**config.mk**
```make
export PLATFORM = sky130hd
export DESIGN_NAME = spkcnt_top
export DESIGN_NICKNAME = d
export VERILOG_FILES = /design/src/source/spk_pkg.sv /design/src/source/spk_ctrl.sv /design/src/source/spk_counter_bank.sv /design/src/source/spk_readback.sv /design/src/source/spkcnt_top.sv
export SDC_FILE = /design/constraint.sdc
export NUM_CORES = 1
export LEC_CHECK = 0
export BUFFER_PORTS_ARGS = -buffer_cell sky130_fd_sc_hd__buf_2
export CORE_UTILIZATION = 25
export CTS_BUF_LIST = sky130_fd_sc_hd__clkbuf_8
export DETAILED_ROUTE_END_ITERATION = 12
export GPL_TIMING_DRIVEN = 1
export MAX_ROUTING_LAYER = met4
export PLACE_DENSITY_LB_ADDON = 0.05
export SLEW_MARGIN = 20
export SYNTH_ARGS = -nofsm -noshare
export SYNTH_HDL_FRONTEND = slang
export SYNTH_SLANG_ARGS = --single-unit
export TNS_END_PERCENT = 10
```
**constraint.sdc**
```tcl
create_clock -name ep50trig -period 4.8 [get_ports ep50trig]
set_input_delay 0.96 -clock ep50trig [delete_from_list [all_inputs] [get_ports ep50trig]]
set_output_delay 0.96 -clock ep50trig [all_outputs]
set_load 0.01 [all_outputs]
```
**src/source/spk_pkg.sv**
```systemverilog
`default_nettype none

package spk_pkg;

    ////////////////////////////////////////////////////////////////////////////
    // widths
    ////////////////////////////////////////////////////////////////////////////

    // parameters and spike counts
    localparam int WORD_W = 32;
    // host wire words and readback bus
    localparam int HOST_W = 16;
    // host trigger vector
    localparam int TRIG_W = 16;

    // trigger bit positions
    localparam int TRIG_WINDOW  = 0;
    localparam int TRIG_MASK    = 1;
    localparam int TRIG_RESTART = 2;

    // window length in clock cycles
    localparam logic [WORD_W-1:0] WINDOW_RST = 32'd10;
    // shorter loads get raised to this
    localparam logic [WORD_W-1:0] WINDOW_MIN = 32'd2;

    // readback map above the count region
    localparam logic [7:0] ADDR_WINDOW_LO = 8'h40;
    localparam logic [7:0] ADDR_WINDOW_HI = 8'h41;
    localparam logic [7:0] ADDR_MASK      = 8'h42;

    // two host halves of one word, hi first so it lands in the msbs
    typedef struct packed {
        logic [HOST_W-1:0] hi;
        logic [HOST_W-1:0] lo;
    } spk_halves_t;

    // one word, whole or split
    typedef union packed {
        logic [WORD_W-1:0] whole;
        spk_halves_t       half;
    } spk_word_u;

endpackage

`default_nettype wire

```
**src/source/spk_ctrl.sv**
```systemverilog
`timescale 1ns/1ps
`default_nettype none

module spk_ctrl #(
    parameter int NCH = 4
) (
    input  wire                         ep50trig,
    input  wire                         reset_global,
    input  wire [spk_pkg::TRIG_W-1:0]   i_trig,
    input  wire [spk_pkg::HOST_W-1:0]   i_wire_lo,
    input  wire [spk_pkg::HOST_W-1:0]   i_wire_hi,
    output logic [spk_pkg::WORD_W-1:0]  o_window_len,
    output logic [NCH-1:0]              o_chan_mask,
    output logic                        o_window_end,
    output logic                        o_clear
);

    // host word built from the two wire inputs
    spk_pkg::spk_word_u         host_word;
    // window length after the floor
    logic [spk_pkg::WORD_W-1:0] len_clamped;
    // length of the window now running
    logic [spk_pkg::WORD_W-1:0] act_len;
    // cycle position inside the window
    logic [spk_pkg::WORD_W-1:0] timer;

    ////////////////////////////////////////////////////////////////////////////
    // parameter bank
    ////////////////////////////////////////////////////////////////////////////

    always_comb
    begin
        host_word.half.hi = i_wire_hi;
        host_word.half.lo = i_wire_lo;
    end

    // short lengths raised to the floor
    assign len_clamped = (host_word.whole < spk_pkg::WINDOW_MIN) ?
                         spk_pkg::WINDOW_MIN : host_word.whole;

    always_ff @(posedge ep50trig)
    begin
        if (reset_global)
        begin
            o_window_len <= spk_pkg::WINDOW_RST;
            o_chan_mask  <= '1;
        end
        else
        begin
            // wire halves sampled in the strobe cycle
            if (i_trig[spk_pkg::TRIG_WINDOW])
                o_window_len <= len_clamped;
            if (i_trig[spk_pkg::TRIG_MASK])
                o_chan_mask <= host_word.whole[NCH-1:0];
        end
    end

    ////////////////////////////////////////////////////////////////////////////
    // window timer and restart
    ////////////////////////////////////////////////////////////////////////////

    always_ff @(posedge ep50trig)
    begin
        if (reset_global)
        begin
            timer   <= '0;
            act_len <= spk_pkg::WINDOW_RST;
            o_clear <= 1'b0;
        end
        else
        begin
            // clear follows the restart strobe by one cycle
            o_clear <= i_trig[spk_pkg::TRIG_RESTART];
            // timer held at zero through the clear cycle
            if (i_trig[spk_pkg::TRIG_RESTART] || o_clear || o_window_end)
            begin
                timer   <= '0;
                // new length picked up only at a wrap
                act_len <= o_window_len;
            end
            else
                timer <= timer + 1'b1;
        end
    end

    // last cycle of the window
    assign o_window_end = (timer == act_len - 1'b1);

    a_len_min : assert property (@(posedge ep50trig) disable iff (reset_global)
        (o_window_len >= spk_pkg::WINDOW_MIN));

    a_end_clear : assert property (@(posedge ep50trig) disable iff (reset_global)
        !(o_window_end && o_clear));

endmodule

`default_nettype wire

```
**src/source/spk_counter_bank.sv**
```systemverilog
`timescale 1ns/1ps
`default_nettype none

module spk_counter_bank #(
    parameter int NCH = 4
) (
    input  wire                             ep50trig,
    input  wire                             reset_global,
    input  wire [NCH-1:0]                   i_spike,
    input  wire [NCH-1:0]                   i_chan_mask,
    input  wire                             i_window_end,
    input  wire                             i_clear,
    output logic [NCH*spk_pkg::WORD_W-1:0]  o_counts
);

    // cycles seen in the current window, for the rate bound
    logic [spk_pkg::WORD_W-1:0] win_tally;
    logic [spk_pkg::WORD_W-1:0] win_bound;

    always_ff @(posedge ep50trig)
    begin
        if (reset_global)
            win_tally <= '0;
        else if (i_clear || i_window_end)
            win_tally <= '0;
        else
            win_tally <= win_tally + 1'b1;
    end

    // one rise needs a high and a low cycle, so at most half plus one
    assign win_bound = ((win_tally + 1'b1) >> 1) + 1'b1;

    genvar ch;
    generate
        for (ch = 0; ch < NCH; ch++)
        begin : g_chan
            logic                       sync_1;
            logic                       sync_2;
            logic                       edge_q;
            logic                       inc;
            logic [spk_pkg::WORD_W-1:0] run_cnt;
            logic [spk_pkg::WORD_W-1:0] lat_cnt;

            // two-flop sync, then previous level for the edge
            always_ff @(posedge ep50trig)
            begin
                if (reset_global)
                begin
                    sync_1 <= 1'b0;
                    sync_2 <= 1'b0;
                    edge_q <= 1'b0;
                end
                else
                begin
                    sync_1 <= i_spike[ch];
                    sync_2 <= sync_1;
                    edge_q <= sync_2;
                end
            end

            // rising edge, dropped when masked off
            assign inc = sync_2 & ~edge_q & i_chan_mask[ch];

            always_ff @(posedge ep50trig)
            begin
                if (reset_global || i_clear)
                begin
                    run_cnt <= '0;
                    lat_cnt <= '0;
                end
                else if (i_window_end)
                begin
                    // edge in the last cycle still belongs to this window
                    lat_cnt <= run_cnt + inc;
                    run_cnt <= '0;
                end
                else
                    run_cnt <= run_cnt + inc;
            end

            assign o_counts[ch*spk_pkg::WORD_W +: spk_pkg::WORD_W] = lat_cnt;

            a_rate_bound : assert property (@(posedge ep50trig) disable iff (reset_global)
                (i_window_end && !i_clear) |=> (lat_cnt <= $past(win_bound)));
        end
    endgenerate

endmodule

`default_nettype wire

```
**src/source/spk_readback.sv**
```systemverilog
`timescale 1ns/1ps
`default_nettype none

module spk_readback #(
    parameter int NCH = 4
) (
    input  wire                             ep50trig,
    input  wire                             reset_global,
    input  wire [7:0]                       i_rd_addr,
    input  wire [NCH*spk_pkg::WORD_W-1:0]   i_counts,
    input  wire [spk_pkg::WORD_W-1:0]       i_window_len,
    input  wire [NCH-1:0]                   i_chan_mask,
    output logic [spk_pkg::HOST_W-1:0]      o_rd_data
);

    spk_pkg::spk_word_u         len_word;
    spk_pkg::spk_word_u         cnt_word;
    logic                       cnt_hit;
    logic [spk_pkg::HOST_W-1:0] mask_ext;
    logic [spk_pkg::HOST_W-1:0] rd_next;

    ////////////////////////////////////////////////////////////////////////////
    // address decode
    ////////////////////////////////////////////////////////////////////////////

    always_comb
    begin
        len_word.whole = i_window_len;
        mask_ext = '0;
        mask_ext[NCH-1:0] = i_chan_mask;
        cnt_word.whole = '0;
        cnt_hit = 1'b0;
        // counts sit at the bottom, two addresses per channel
        for (int ch = 0; ch < NCH; ch++)
        begin
            if (i_rd_addr[7:1] == 7'(ch))
            begin
                cnt_word.whole = i_counts[ch*spk_pkg::WORD_W +: spk_pkg::WORD_W];
                cnt_hit = 1'b1;
            end
        end
        if (cnt_hit)
            rd_next = i_rd_addr[0] ? cnt_word.half.hi : cnt_word.half.lo;
        else
        begin
            case (i_rd_addr)
                spk_pkg::ADDR_WINDOW_LO: rd_next = len_word.half.lo;
                spk_pkg::ADDR_WINDOW_HI: rd_next = len_word.half.hi;
                spk_pkg::ADDR_MASK:      rd_next = mask_ext;
                default:                 rd_next = '0;
            endcase
        end
    end

    // one cycle from address to data
    always_ff @(posedge ep50trig)
    begin
        if (reset_global)
            o_rd_data <= '0;
        else
            o_rd_data <= rd_next;
    end

endmodule

`default_nettype wire

```
**src/source/spkcnt_top.sv**
```systemverilog
`timescale 1ns/1ps
`default_nettype none

module spkcnt_top #(
    parameter int NCH = 4
) (
    input  wire                         ep50trig,
    input  wire                         reset_global,
    input  wire [spk_pkg::TRIG_W-1:0]   i_trig,
    input  wire [spk_pkg::HOST_W-1:0]   i_wire_lo,
    input  wire [spk_pkg::HOST_W-1:0]   i_wire_hi,
    input  wire [NCH-1:0]               i_spike,
    input  wire [7:0]                   i_rd_addr,
    output wire [spk_pkg::HOST_W-1:0]   o_rd_data,
    output wire                         o_window_strobe
);

    wire [spk_pkg::WORD_W-1:0]      window_len;
    wire [NCH-1:0]                  chan_mask;
    wire                            window_end;
    wire                            clear;
    wire [NCH*spk_pkg::WORD_W-1:0]  counts;

    ////////////////////////////////////////////////////////////////////////////
    // control: parameter bank and window timer
    ////////////////////////////////////////////////////////////////////////////

    spk_ctrl #(.NCH(NCH)) u_ctrl (
        .ep50trig     (ep50trig),
        .reset_global (reset_global),
        .i_trig       (i_trig),
        .i_wire_lo    (i_wire_lo),
        .i_wire_hi    (i_wire_hi),
        .o_window_len (window_len),
        .o_chan_mask  (chan_mask),
        .o_window_end (window_end),
        .o_clear      (clear)
    );

    // per-channel spike counting
    spk_counter_bank #(.NCH(NCH)) u_counters (
        .ep50trig     (ep50trig),
        .reset_global (reset_global),
        .i_spike      (i_spike),
        .i_chan_mask  (chan_mask),
        .i_window_end (window_end),
        .i_clear      (clear),
        .o_counts     (counts)
    );

    // host readback port
    spk_readback #(.NCH(NCH)) u_readback (
        .ep50trig     (ep50trig),
        .reset_global (reset_global),
        .i_rd_addr    (i_rd_addr),
        .i_counts     (counts),
        .i_window_len (window_len),
        .i_chan_mask  (chan_mask),
        .o_rd_data    (o_rd_data)
    );

    // window strobe out to the host side
    assign o_window_strobe = window_end;

endmodule

`default_nettype wire

```
==> results.cfg <==
[status]
status = complete, no violations

[clock_tree]
clk_path_buf_depth = 3
hold_buffers = 0
insertion_delay_ps = 690
cts_buffers = 78
cts.reportedPaths.clkPinSlew_ps = 60
root_buffer = clkbuf_8
htree_num_levels = 3
cts_tree = yes
cts_sinks = 385

[synthesis]
ys_ff_latch = 385
ys_warn_count = 0
async_flop_share = 0
synth-seq-area-share = 0.4294
yosysTopAreaCell = dfxtp_1
synth.area.top_cells = dfxtp_1 (43%), nand3_1 (5.3%), xnor2_1 (5.0%)
synth_cells = 2000
synth_edf_count = 0
netlist.area_leader.share = 0.4294
synth_cell_types = 57
synth.avg_cell_area_um2 = 8.974
netlist_area_um2 = 17950
synth_nets = 2072
ys.flop_type = dfxtp_1

[detailed_routing]
antenna_left = 0
drt_drc_violations_left = 0
vias_per_cell = 4.755
drtIter0Drc = 793
wl_per_cell_um = 19.42
wl_um = 58990
vias = 14450
dr.pass1.iters = 9

[timing]
setup_violations = 0
period_share = 0.9690
fin_skew_ps = 62.29
layout_min_cycle_time_ps = 4651
report.final.slew_viol_count = 0
rsz0062_at_grt = no
worst-slew-pin-transition_ps = 1063
tns_ps = 0
hold_viol = 0
max_slew_margin = 0.2888
fin_ws_ps = 148.6
holdWs_ps = 435.3
fmax_mhz = 215.0

[power_and_ir_drop]
p_per_area_nw_per_um2 = 351.1
peakVddDrop_v = 0.0001676
p_leak_nw = 7.672
power_mw = 7.323

[worst_setup_path]
cp.required_ps = 3840
cp_max_fo = 8
cp_common_cell = or4_4
worstRegToRegCells = 12
crit_arrival_ps = 3690
slowest_delay_ps = 540
path_cells = or4_4, or4_4, buf_4, nor3_1, mux2_2, a22o_1, nand4_1, nor2_2, buf_2
end_kind = output pin
critPathKind = register to output pin
start_kind = register
cp_slowest_cell = or4_4

[grt]
grt_pass1_vias = 14350
grt_max_degree = 95
overflow = 0
antenna_found_initial = 1
grt_usage = 0.1659
grt_pass1_wl_um = 90420

[min_path]
hp-class = register to register
min_path_cells = 1

[placement]
place_area_um2 = 19220
dp_worst_setup_slack_ps = 524.4
dp_cells = 2901
place_congestion = 0.8517
dp_hpwl_um = 40080
port_buffers = 65

[floorplan]
num_io_pins = 79
initial_utilization = 0.2545
dieWidth_um = 269.9
core_um2 = 70510
die_y_um = 269.9
rows = 97
die_area_um2 = 72860

[final_layout]
fin_area_um2 = 20860
nNetsFinal = 2115
utilization = 0.2958
drive_above_1_share = 0.1321
area_growth_pct = 16.22
final_common_cell = dfxtp_1
final_cell_mix = dfxtp_1 (384), nand3_1 (189), a21oi_1 (144), nor2b_1 (144), o21ai_0 (132)
instances_no_fill = 3038
fill_cells = 7550

[job]
drv_cap = 0
-- where the power goes --
part	internal, mW	switching, mW	leakage (nW)
registers	3.23	0.0458	3.11
clock network	1.93	1.55	0.895
logic	0.166	0.395	3.66
-- flip-flops by register name, indices dropped and copies added (netlist names) --
register / cells
u_counters.g_chan.sync_1: 4
u_ctrl.o_chan_mask: 4
u_ctrl.timer: 32
u_ctrl.act_len: 32
u_counters.g_chan.sync_2: 4
u_counters.g_chan.edge_q: 4
u_readback.o_rd_data: 16
u_counters.g_chan.run_cnt: 128
u_ctrl.o_window_len: 32
u_ctrl.o_clear: 1
u_counters.g_chan.lat_cnt: 128
-- worst max-delay path: cells and delay by family (launching register included) --
family | cells | cell delay (ps)
and+or+nand+nor | 5 | 1640
AOI/OAI and AO/OA | 1 | 220
DFF | 1 | 430
muxes | 1 | 380
buffers and inverters | 2 | 340
-- per-layer routing --
layer / vias up / wire length, um / GRT usage / share of wire
li1: 7148 / - / - / -
met1: 6981 / 27720 / 0.2151 / 0.47
met2: 231 / 27570 / 0.2586 / 0.47
met3: 85 / 2219 / 0.03103 / 0.038
met4: 0 / 1480 / 0.05443 / 0.025
met5: - / 0 / - / 0
-- repair_timing --
| item | in CTS | in global routing |
|---|---|---|
| buffers inserted | 2 | 0 |
| endpoints found under the setup margin | 1 | 1 |
| endpoints found under the hold margin | 0 | 0 |
| pin swaps | 4 | 1 |
| gates resized for setup | 6 | 2 |
-- layout make-up --
cell class | instances | area [um^2] | share of cell area
Timing Repair Buffer | 105 | 730.7 | 0.03503
Multi-Input combinational cell | 1451 | 9587 | 0.4596
Antenna cell | 1 | 2.502 | 0.0001200
Tap cell | 940 | 1176 | 0.05639
Clock buffer | 97 | 1335 | 0.06400
Inverter | 22 | 82.58 | 0.003959
Clock inverter | 37 | 236.5 | 0.01134
Sequential cell | 385 | 7709 | 0.3696
-- logic make-up (layout without fill, tap and decap cells) --
logic type,count (synthesis),count (layout),share of synthesized area
and+or+nand+nor,789,789,0.2405
other,0,1,0
buffers and inverters,164,261,0.04071
adders and majority gates,10,10,0.006972
AOI/OAI and AO/OA,340,340,0.1067
DFF,385,385,0.4294
xor gates and xnor gates,189,189,0.09223
muxes,123,123,0.08345
-- Yosys cell counts (all sizes together) (12+ instances only) --
cell	count
inv	22
xor2	86
nand4	31
o21ai	136
xnor2	103
nand2b	64
mux2i	90
mux4	20
buf	55
clkbuf	87
a222oi	12
and3	47
a21oi	144
mux2	13
nor2b	144
o22ai	14
dfxtp	385
nor4	28
nand3	189
and4	14
nor2	115
nor3	57
nand2	51
-- final timing paths --
kind                                     startpoint                                       endpoint  slack, ps
min          u_counters.g_chan[0].sync_1$_SDFF_PP0_         u_counters.g_chan[0].sync_2$_SDFF_PP0_        440
min reg2reg  u_counters.g_chan[0].sync_1$_SDFF_PP0_         u_counters.g_chan[0].sync_2$_SDFF_PP0_        440
max reg2reg          u_ctrl.act_len[3]$_SDFFE_PP1P_  u_counters.g_chan[3].lat_cnt[22]$_SDFFE_PP0P_        480
max                  u_ctrl.act_len[3]$_SDFFE_PP1P_                                o_window_strobe        150
Power figures use the tool's default switching activity.
